### src/hdl/mbox_consts.svh
// sizing macros and register byte offsets for the message mailbox
`ifndef MBOX_CONSTS_SVH
`define MBOX_CONSTS_SVH

// width of one data word on the register bus and in the buffer
`define MBOX_DATA_W 32

// message buffer holds this many words
`define MBOX_DEPTH 64

// pointer width must cover every word of the buffer
`define MBOX_PTR_W 6

// byte address width of the register bus
`define MBOX_ADDR_W 6

// byte offsets of the mailbox registers, all word aligned
`define MBOX_OFS_LOCK    6'h00
`define MBOX_OFS_CMD     6'h08
`define MBOX_OFS_DLEN    6'h0C
`define MBOX_OFS_DATAIN  6'h10
`define MBOX_OFS_DATAOUT 6'h14
`define MBOX_OFS_EXECUTE 6'h18
`define MBOX_OFS_STATUS  6'h1C
// force unlock sits past the status register
`define MBOX_OFS_UNLOCK  6'h20

`endif
### src/hdl/mbox_state_pkg.sv
// protocol types: mailbox states and the command status codes
package mbox_state_pkg;

    // protocol states of the mailbox
    // neighbouring setup states differ in one bit
    typedef enum logic [2:0] {
        MBOX_IDLE         = 3'b000,
        MBOX_RDY_FOR_CMD  = 3'b001,
        MBOX_RDY_FOR_DLEN = 3'b011,
        MBOX_RDY_FOR_DATA = 3'b010,
        MBOX_EXECUTE_UC   = 3'b110,
        MBOX_EXECUTE_SOC  = 3'b100
    } mbox_fsm_state_e;

    // status written back by the receiver of a message
    // busy is also the value after every return to idle
    typedef enum logic [3:0] {
        CMD_BUSY     = 4'd0,
        DATA_READY   = 4'd1,
        CMD_COMPLETE = 4'd2,
        CMD_FAILURE  = 4'd3
    } mbox_cmd_status_e;

endpackage

### src/hdl/mbox_bus_pkg.sv
// register bus types: register select decoded from the offset
// and the side of the requester
package mbox_bus_pkg;

    // one value per mapped register
    // anything else on the bus decodes to REG_NONE and gets an error
    typedef enum logic [3:0] {
        REG_LOCK    = 4'd0,
        REG_CMD     = 4'd1,
        REG_DLEN    = 4'd2,
        REG_DATAIN  = 4'd3,
        REG_DATAOUT = 4'd4,
        REG_EXECUTE = 4'd5,
        REG_STATUS  = 4'd6,
        REG_UNLOCK  = 4'd7,
        REG_NONE    = 4'd15
    } mbox_reg_e;

    // the two requesters share one bus
    // the encoding follows the soc_req input so a plain cast is enough
    typedef enum logic {
        SIDE_UC  = 1'b0,
        SIDE_SOC = 1'b1
    } mbox_side_e;

endpackage

### src/hdl/mbox_top.sv
// mailbox top level joining the register block, protocol FSM and message buffer
`timescale 1ns/1ns

`include "mbox_consts.svh"

module mbox_top (
    input  logic                    clk,
    input  logic                    rst_b,
    input  logic                    req_dv,
    input  logic                    req_write,
    input  logic [`MBOX_ADDR_W-1:0] req_addr,
    input  logic [`MBOX_DATA_W-1:0] req_wdata,
    input  logic                    soc_req,
    output logic                    rsp_dv,
    output logic [`MBOX_DATA_W-1:0] rdata,
    output logic                    mbox_error,
    output logic                    uc_data_avail,
    output logic                    soc_data_avail
);
    import mbox_bus_pkg::*;
    import mbox_state_pkg::*;

    // request strobes from the decoder
    logic lock_rd, cmd_wr, dlen_wr, datain_wr, dataout_rd, execute_wr, unlock_wr;
    mbox_side_e              side;
    logic                    execute_val;
    logic [`MBOX_DATA_W-1:0] wdata;
    logic [31:0]             dlen_bytes;
    // protocol view returned to the register block
    mbox_fsm_state_e         state;
    logic                    soc_has_lock, locked, owner_ok, to_idle;
    // buffer controls and the word at the read pointer
    logic                    push, pop, wr_clr, rd_clr;
    logic [`MBOX_DATA_W-1:0] dataout;

    mbox_regs u_regs (
        .clk, .rst_b, .req_dv, .req_write, .req_addr, .req_wdata, .soc_req,
        .state, .soc_has_lock, .locked, .owner_ok, .pop, .to_idle, .dataout,
        .lock_rd, .cmd_wr, .dlen_wr, .datain_wr, .dataout_rd, .execute_wr, .unlock_wr,
        .side, .execute_val, .wdata, .dlen_bytes, .rsp_dv, .rdata, .mbox_error
    );

    mbox_fsm u_fsm (
        .clk, .rst_b, .lock_rd, .cmd_wr, .dlen_wr, .datain_wr, .dataout_rd,
        .execute_wr, .unlock_wr, .side, .execute_val,
        .state, .soc_has_lock, .locked, .owner_ok, .push, .pop, .wr_clr, .rd_clr,
        .to_idle, .uc_data_avail, .soc_data_avail
    );

    mbox_buffer u_buffer (
        .clk, .rst_b, .push, .pop, .wr_clr, .rd_clr, .wdata, .dlen_bytes, .dataout
    );

endmodule

### src/hdl/mbox_regs.sv
// register bus decoder with the cmd, dlen and status registers
// builds the registered response with read data and error flag
`timescale 1ns/1ns

`include "mbox_consts.svh"

module mbox_regs (
    input  logic                             clk,
    input  logic                             rst_b,
    input  logic                             req_dv,
    input  logic                             req_write,
    input  logic [`MBOX_ADDR_W-1:0]          req_addr,
    input  logic [`MBOX_DATA_W-1:0]          req_wdata,
    input  logic                             soc_req,
    input  mbox_state_pkg::mbox_fsm_state_e  state,
    input  logic                             soc_has_lock,
    input  logic                             locked,
    input  logic                             owner_ok,
    input  logic                             pop,
    input  logic                             to_idle,
    input  logic [`MBOX_DATA_W-1:0]          dataout,
    output logic                             lock_rd,
    output logic                             cmd_wr,
    output logic                             dlen_wr,
    output logic                             datain_wr,
    output logic                             dataout_rd,
    output logic                             execute_wr,
    output logic                             unlock_wr,
    output mbox_bus_pkg::mbox_side_e         side,
    output logic                             execute_val,
    output logic [`MBOX_DATA_W-1:0]          wdata,
    output logic [31:0]                      dlen_bytes,
    output logic                             rsp_dv,
    output logic [`MBOX_DATA_W-1:0]          rdata,
    output logic                             mbox_error
);
    import mbox_bus_pkg::*;
    import mbox_state_pkg::*;

    mbox_reg_e               reg_sel;
    logic                    rd_req;
    logic                    wr_req;
    logic                    status_wr;
    logic                    bad_access;
    logic [`MBOX_DATA_W-1:0] cmd_q;
    logic [31:0]             dlen_q;
    mbox_cmd_status_e        status_q;
    logic [`MBOX_DATA_W-1:0] rd_val;

    // the low address bits are dropped, only the word offset selects
    always_comb begin
        case ({req_addr[`MBOX_ADDR_W-1:2], 2'b00})
            `MBOX_OFS_LOCK:    reg_sel = REG_LOCK;
            `MBOX_OFS_CMD:     reg_sel = REG_CMD;
            `MBOX_OFS_DLEN:    reg_sel = REG_DLEN;
            `MBOX_OFS_DATAIN:  reg_sel = REG_DATAIN;
            `MBOX_OFS_DATAOUT: reg_sel = REG_DATAOUT;
            `MBOX_OFS_EXECUTE: reg_sel = REG_EXECUTE;
            `MBOX_OFS_STATUS:  reg_sel = REG_STATUS;
            `MBOX_OFS_UNLOCK:  reg_sel = REG_UNLOCK;
            default:           reg_sel = REG_NONE;
        endcase
    end

    assign rd_req = req_dv & ~req_write;
    assign wr_req = req_dv & req_write;

    // one strobe per protocol access, ownership is judged in the FSM
    assign lock_rd    = rd_req & (reg_sel == REG_LOCK);
    assign cmd_wr     = wr_req & (reg_sel == REG_CMD);
    assign dlen_wr    = wr_req & (reg_sel == REG_DLEN);
    assign datain_wr  = wr_req & (reg_sel == REG_DATAIN);
    assign dataout_rd = rd_req & (reg_sel == REG_DATAOUT);
    assign execute_wr = wr_req & (reg_sel == REG_EXECUTE);
    assign unlock_wr  = wr_req & (reg_sel == REG_UNLOCK);
    assign status_wr  = wr_req & (reg_sel == REG_STATUS);

    // lock and dataout are read-only; unmapped offsets always fail
    assign bad_access = req_dv & ((reg_sel == REG_NONE) ||
                        (req_write && ((reg_sel == REG_LOCK) || (reg_sel == REG_DATAOUT))));

    assign side        = mbox_side_e'(soc_req);
    assign execute_val = req_wdata[0];
    assign wdata       = req_wdata;
    assign dlen_bytes  = dlen_q;

    always_ff @(posedge clk or negedge rst_b) begin
        if (!rst_b) begin
            cmd_q    <= '0;
            dlen_q   <= '0;
            status_q <= CMD_BUSY;
        end else begin
            // only the lock holder may set up the message
            if (cmd_wr && owner_ok) begin
                cmd_q <= req_wdata;
            end
            if (dlen_wr && owner_ok) begin
                dlen_q <= req_wdata[31:0];
            end
            // either side may post a status; the return to idle resets it
            if (to_idle) begin
                status_q <= CMD_BUSY;
            end else if (status_wr) begin
                status_q <= mbox_cmd_status_e'(req_wdata[3:0]);
            end
        end
    end

    always_comb begin
        rd_val = '0;
        case (reg_sel)
            // a lock read reports the lock as it was before this access
            REG_LOCK:    rd_val[0] = locked;
            REG_CMD:     rd_val = cmd_q;
            REG_DLEN:    rd_val = dlen_q;
            // data only leaves the mailbox when the FSM grants the read
            REG_DATAOUT: rd_val = pop ? dataout : '0;
            REG_EXECUTE: rd_val[0] = (state == MBOX_EXECUTE_UC) || (state == MBOX_EXECUTE_SOC);
            REG_STATUS:  rd_val[7:0] = {soc_has_lock, state, status_q};
            default:     rd_val = '0;
        endcase
    end

    // response strobe and error flag come exactly one cycle after the request
    always_ff @(posedge clk or negedge rst_b) begin
        if (!rst_b) begin
            rsp_dv     <= 1'b0;
            mbox_error <= 1'b0;
        end else begin
            rsp_dv     <= req_dv;
            mbox_error <= bad_access;
        end
    end

    // write responses carry zero data
    always_ff @(posedge clk) begin
        rdata <= rd_req ? rd_val : '0;
    end

endmodule

### src/hdl/mbox_buffer.sv
// message word storage with write and read pointers
// reads stop advancing at the length given by dlen
`timescale 1ns/1ns

`include "mbox_consts.svh"

module mbox_buffer (
    input  logic                    clk,
    input  logic                    rst_b,
    input  logic                    push,
    input  logic                    pop,
    input  logic                    wr_clr,
    input  logic                    rd_clr,
    input  logic [`MBOX_DATA_W-1:0] wdata,
    input  logic [31:0]             dlen_bytes,
    output logic [`MBOX_DATA_W-1:0] dataout
);

    // index of the last word, where the write pointer parks
    localparam logic [`MBOX_PTR_W-1:0] last_idx = `MBOX_PTR_W'(`MBOX_DEPTH - 1);
    // buffer depth at the width of the length arithmetic
    localparam logic [31:0] depth_words = 32'(`MBOX_DEPTH);

    logic [`MBOX_DATA_W-1:0] mem [`MBOX_DEPTH];
    logic [`MBOX_PTR_W-1:0]  wr_ptr;
    logic [`MBOX_PTR_W-1:0]  rd_ptr;
    logic [31:0]             dlen_words;
    logic [31:0]             rd_limit;
    logic [31:0]             rd_next;
    logic                    rd_adv;

    // byte length rounded up to whole words
    assign dlen_words = (dlen_bytes >> 2) + {31'b0, |dlen_bytes[1:0]};

    // a length beyond the buffer is treated as a full buffer
    assign rd_limit = (dlen_words > depth_words) ? depth_words : dlen_words;

    // only move on while another valid word is left
    // so a read past the end sees the last word again
    assign rd_next = {{(32 - `MBOX_PTR_W){1'b0}}, rd_ptr} + 32'd1;
    assign rd_adv  = pop & (rd_next < rd_limit);

    always_ff @(posedge clk or negedge rst_b) begin
        if (!rst_b) begin
            wr_ptr <= '0;
            rd_ptr <= '0;
        end else begin
            if (wr_clr) begin
                wr_ptr <= '0;
            end else if (push && (wr_ptr != last_idx)) begin
                wr_ptr <= wr_ptr + 1'b1;
            end
            if (rd_clr) begin
                rd_ptr <= '0;
            end else if (rd_adv) begin
                rd_ptr <= rd_ptr + 1'b1;
            end
        end
    end

    // once full, further pushes overwrite the last word
    always_ff @(posedge clk) begin
        if (push) begin
            mem[wr_ptr] <= wdata;
        end
    end

    // asynchronous read keeps the current word ready for the next dataout access
    assign dataout = mem[rd_ptr];

endmodule

### src/hdl/mbox_fsm.sv
// lock and protocol FSM of the mailbox
// checks which side owns the current phase and drives the buffer strobes
`timescale 1ns/1ns

module mbox_fsm (
    input  logic                            clk,
    input  logic                            rst_b,
    input  logic                            lock_rd,
    input  logic                            cmd_wr,
    input  logic                            dlen_wr,
    input  logic                            datain_wr,
    input  logic                            dataout_rd,
    input  logic                            execute_wr,
    input  logic                            unlock_wr,
    input  mbox_bus_pkg::mbox_side_e        side,
    input  logic                            execute_val,
    output mbox_state_pkg::mbox_fsm_state_e state,
    output logic                            soc_has_lock,
    output logic                            locked,
    output logic                            owner_ok,
    output logic                            push,
    output logic                            pop,
    output logic                            wr_clr,
    output logic                            rd_clr,
    output logic                            to_idle,
    output logic                            uc_data_avail,
    output logic                            soc_data_avail
);
    import mbox_bus_pkg::*;
    import mbox_state_pkg::*;

    mbox_fsm_state_e state_nxt;
    logic            in_exec;
    logic            sender;
    logic            receiver;
    logic            phase_ok;
    logic            lock_take;
    logic            release_req;

    // the mailbox counts as locked in every state except idle
    assign locked  = (state != MBOX_IDLE);
    assign in_exec = (state == MBOX_EXECUTE_UC) || (state == MBOX_EXECUTE_SOC);

    // the sender is the side that took the lock
    assign sender = locked & ((side == SIDE_SOC) == soc_has_lock);

    // in an execute state only the side the data is meant for may touch it
    assign receiver = ((state == MBOX_EXECUTE_UC) && (side == SIDE_UC)) ||
                      ((state == MBOX_EXECUTE_SOC) && (side == SIDE_SOC));

    // cmd and dlen belong to the sender while the message is being set up
    assign owner_ok = sender & ~in_exec;

    // whoever owns the present phase may also clear execute
    assign phase_ok = in_exec ? receiver : owner_ok;

    // clearing execute ends the transfer; a force unlock works from anywhere
    assign release_req = unlock_wr | (execute_wr & ~execute_val & phase_ok);

    always_comb begin
        state_nxt = state;
        lock_take = 1'b0;
        push      = 1'b0;
        pop       = 1'b0;
        wr_clr    = 1'b0;
        rd_clr    = 1'b0;
        to_idle   = 1'b0;
        case (state)
            MBOX_IDLE: begin
                // the first lock read wins the mailbox
                if (lock_rd) begin
                    state_nxt = MBOX_RDY_FOR_CMD;
                    lock_take = 1'b1;
                end
            end
            MBOX_RDY_FOR_CMD: begin
                if (cmd_wr && owner_ok) begin
                    state_nxt = MBOX_RDY_FOR_DLEN;
                end
            end
            MBOX_RDY_FOR_DLEN: begin
                if (dlen_wr && owner_ok) begin
                    state_nxt = MBOX_RDY_FOR_DATA;
                end
            end
            MBOX_RDY_FOR_DATA: begin
                push = datain_wr & owner_ok;
                // hand the message to the other side
                // the write pointer restarts so the receiver can answer in place
                if (execute_wr && owner_ok && execute_val) begin
                    state_nxt = soc_has_lock ? MBOX_EXECUTE_UC : MBOX_EXECUTE_SOC;
                    wr_clr    = 1'b1;
                end
            end
            MBOX_EXECUTE_UC, MBOX_EXECUTE_SOC: begin
                push = datain_wr & receiver;
                pop  = dataout_rd & receiver;
            end
            default: begin
                state_nxt = MBOX_IDLE;
            end
        endcase
        // a release overrides whatever the state asked for
        if (release_req) begin
            state_nxt = MBOX_IDLE;
            push      = 1'b0;
            pop       = 1'b0;
            wr_clr    = 1'b1;
            rd_clr    = 1'b1;
            to_idle   = 1'b1;
        end
    end

    always_ff @(posedge clk or negedge rst_b) begin
        if (!rst_b) begin
            state        <= MBOX_IDLE;
            soc_has_lock <= 1'b0;
        end else begin
            state <= state_nxt;
            // remember which side locked, and forget it once released
            if (lock_take) begin
                soc_has_lock <= (side == SIDE_SOC);
            end else if (to_idle) begin
                soc_has_lock <= 1'b0;
            end
        end
    end

    // data-available levels follow the execute states directly
    assign uc_data_avail  = (state == MBOX_EXECUTE_UC);
    assign soc_data_avail = (state == MBOX_EXECUTE_SOC);

endmodule

### config.mk
export PLATFORM = sky130hd
export DESIGN_NAME = mbox_top
export DESIGN_NICKNAME = d
export VERILOG_FILES = /design/src/hdl/mbox_state_pkg.sv /design/src/hdl/mbox_bus_pkg.sv /design/src/hdl/mbox_top.sv /design/src/hdl/mbox_regs.sv /design/src/hdl/mbox_buffer.sv /design/src/hdl/mbox_fsm.sv
export VERILOG_INCLUDE_DIRS = /design/src /design/src/hdl
export SDC_FILE = /design/constraint.sdc
export NUM_CORES = 2
export LEC_CHECK = 0
export BUFFER_PORTS_ARGS = -buffer_cell sky130_fd_sc_hd__buf_2
export CORE_UTILIZATION = 50
export DETAILED_ROUTE_END_ITERATION = 12
export GPL_TIMING_DRIVEN = 0
export PLACE_DENSITY = 0.69
export SLEW_MARGIN = 20
export SYNTH_ARGS = -nofsm -noshare
export SYNTH_HDL_FRONTEND = slang
export SYNTH_HIERARCHICAL = 1
export SYNTH_SLANG_ARGS = --single-unit
### constraint.sdc
create_clock -name clk -period 5.2 [get_ports clk]
set_input_delay 0.78 -clock clk [delete_from_list [all_inputs] [get_ports clk]]
set_output_delay 0.78 -clock clk [all_outputs]
set_load 0.005 [all_outputs]
==> flow_metrics.env <==
export IMPL_status="finished clean"
export IMPL_post_place_ws_ns=-0.664
export IMPL_multiInputGateArea_um2=19500
export IMPL_synth_nets=3709
export IMPL_fillerInstances=11577
export IMPL_syn_inst=3656
export IMPL_cpPeakStageDelay_ns=1.03
export IMPL_critPathCaptureType="register"
export IMPL_setup_slack_ns=0.224
export IMPL_synthTopCellsByArea="edfxtp_1, mux4_2, dfrtp_1"
export IMPL_portBuffers=73
export IMPL_arrival_ns=5.67
export IMPL_path_class="reg2reg"
export IMPL_drc_errors=0
export IMPL_highest_layer="met5"
export IMPL_die_h_um=413
export IMPL_fin_util=0.584
export IMPL_die_x_um=413
export IMPL_ios=79
export IMPL_wl_met3_um=27900
export IMPL_wl_met1_um=87100
export IMPL_maxCapViolCount=0
export IMPL_clock_latency_ns=0.83
export IMPL_final_max_slew_viol_count=0
export IMPL_ant_nets=0
export IMPL_fin_area_um2=97800
export IMPL_final_cell_mix="edfxtp_1, mux4_2, clkbuf_16"
export IMPL_synth_area_per_cell_um2=23.1
export IMPL_vias=42319
export IMPL_max_clock_freq_mhz=201
export IMPL_tns_ns=0
export IMPL_die_area_um2=171000
export IMPL_fin_crit_ns=4.98
export IMPL_synth_async_reset_ratio=0.0397
export IMPL_grt_max_degree=79
export IMPL_relSlewSlack=0.0980
export IMPL_wl_um=229000
export IMPL_dp_cells=6057
export IMPL_path_clk_slew_ns=0.07
export IMPL_cts_root_buf="clkbuf_16"
export IMPL_startpoint_type="register"
export IMPL_seq_area_um2=64300
export IMPL_crit_fanout=10
export IMPL_met2_length_um=104000
export IMPL_fin_skew_ns=0.0375
export IMPL_place_hpwl_um=153000
export IMPL_start_util=0.504
export IMPL_rsz0062_at_grt="false"
export IMPL_fin_crit_sh=0.957
export IMPL_yosysTopAreaCell="edfxtp_1"
export IMPL_via_per_inst=6.56
export IMPL_fin_nets=4120
export IMPL_synth_edff_count=2048
export IMPL_grt_pass1_vias=41659
export IMPL_powerDensity_nw_per_um2=361
export IMPL_holdPathStages=1
export IMPL_yosys_area_top_type_share=0.728
export IMPL_fin_cells=6452
export IMPL_gr_total_overflow=0
export IMPL_required_ns=5.89
export IMPL_wl_per_cell_um=35.5
export IMPL_antenna_found_initial=25
export IMPL_cts_buffer_depth=3
export IMPL_crit_top_cell="mux4_2"
export IMPL_hold_class="in2reg"
export IMPL_drt_first_iter_violations=6604
export IMPL_reg2reg_depth=8
export IMPL_p_total_mw=35.3
export IMPL_leakagePower_nw=30.1
export IMPL_areaGrowthSynthToFinish_pct=15.9
export IMPL_clock_sinks=2166
export IMPL_final_common_cell="edfxtp_1"
export IMPL_ys_flop_type="edfxtp_1"
export IMPL_setup_violations=0
export IMPL_ir_worst_vdd_uv=270
export IMPL_worst_pin_slew_ns=1.35
export IMPL_grt_pass1_wl_um=319000
export IMPL_holdWs_ns=0.145
export IMPL_gp_congestion=0.880
export IMPL_core_um2=167000
export IMPL_crit_slowest_cell="clkbuf_1"
export IMPL_rows=150
export IMPL_ys_seq_area_frac=0.762
export IMPL_first_pass_iters=7
export IMPL_yosys_warnings=6
export IMPL_ys_types=78
export IMPL_final_layout_size_suffix_gt1_frac=0.336
export IMPL_cts_tree="yes"
export IMPL_hold_viol=0
export IMPL_h_tree_depth=4
export IMPL_synth_seq_cells=2166
export IMPL_grt_use_total=0.271
export IMPL_placed_cell_area_um2=90800
export IMPL_synth_cell_area_um2=84400
export IMPL_cp_cell_sequence="clkbuf_2, clkbuf_1, clkbuf_1, mux4_2, mux4_2, mux4_2, a22oi_1, nor2_1"
export IMPL_cts_buffers=209
final timing paths:
check,to,start,slack [ns]
worst max register to register,u_regs/rdata[18],u_buffer/rd_ptr[1],0.22
worst min-delay path,u_regs/rsp_dv,req_dv,0.15
max in group asynchronous,u_regs/cmd_q[28],rst_b,4.23
min in group asynchronous,u_regs/cmd_q[4],rst_b,0.34
worst min register to register,u_regs/cmd_q[23],u_regs/cmd_q[23],0.49
worst max-delay path,u_regs/rdata[18],u_buffer/rd_ptr[1],0.22
power by group:
part	internal, mW	switching [mW]	total [mW]
logic	0.196	0.540	0.736
clock network	8.87	6.47	15.3
registers	19.1	0.0749	19.2
cell families after synthesis:
| kind of cell | share of synthesized area |
|---|---|
| adder cells (fa/ha/maj) | 0.00148 |
| multiplexers | 0.192 |
| AO/OA/AOI/OAI | 0.00944 |
| XOR/XNOR | 0.00218 |
| flip-flops | 0.762 |
| AND/OR/NAND/NOR | 0.0199 |
| buffers and inverters | 0.0132 |
worst max-delay path, delay by kind of cell, from the launching register on:
family / cells / cell delay (ns)
simple gates: 1 / 0.08
mux: 3 / 1.58
compound gates: 1 / 0.51
buf+inv: 3 / 2.29
flops: 1 / 0.34
Yosys cell counts (all sizes together), types with 7 or more instances:
| library cell | instances |
|---|---|
| xnor2 | 14 |
| dfrtp | 86 |
| xor2 | 7 |
| a21oi | 19 |
| mux2i | 20 |
| mux2 | 102 |
| nor3 | 15 |
| mux4 | 661 |
| inv | 7 |
| dfxtp | 32 |
| ha | 10 |
| nand3 | 24 |
| a22o | 9 |
| nand2b | 13 |
| a22oi | 31 |
| clkbuf | 104 |
| buf | 129 |
| nor2 | 124 |
| nand4 | 15 |
| o21ai | 26 |
| nor2b | 12 |
| edfxtp | 2048 |
| nand2 | 55 |
| nor4 | 17 |
repair_timing:
item	in CTS	in global routing
hold endpoints to repair	8	0
hold buffers	1	0
pin swaps	0	2
buffers inserted	0	1
setup endpoints to repair	9	6
resized for setup	6	10
state kept, by name (all words and copies together), names as in the netlist:
register,flops
u_fsm/soc_has_lock,1
u_buffer/mem,2048
u_regs/cmd_q,32
u_regs/mbox_error,1
u_buffer/wr_ptr,6
u_buffer/rd_ptr,6
u_regs/rsp_dv,1
u_regs/rdata,32
u_regs/dlen_bytes,32
u_fsm/state,3
u_regs/status_q,4
final cells by class:
class | instances | area share
flip-flops and latches | 2166 | 0.657
multi-input cells | 1250 | 0.200
clock buffers | 270 | 0.0581
repair buffers | 201 | 0.0320
well taps | 2204 | 0.0282
clock inverters | 116 | 0.0129
plain buffers | 232 | 0.0116
inverters | 7 | 0.000269
diodes | 6 | 0.000153
routing by layer:
layer,GRT usage,vias to the layer above
li1,-,16382
met1,0.385,22616
met2,0.406,2829
met3,0.0741,476
met4,0.0998,16
met5,0,-
Power figures use the tool's default switching activity.
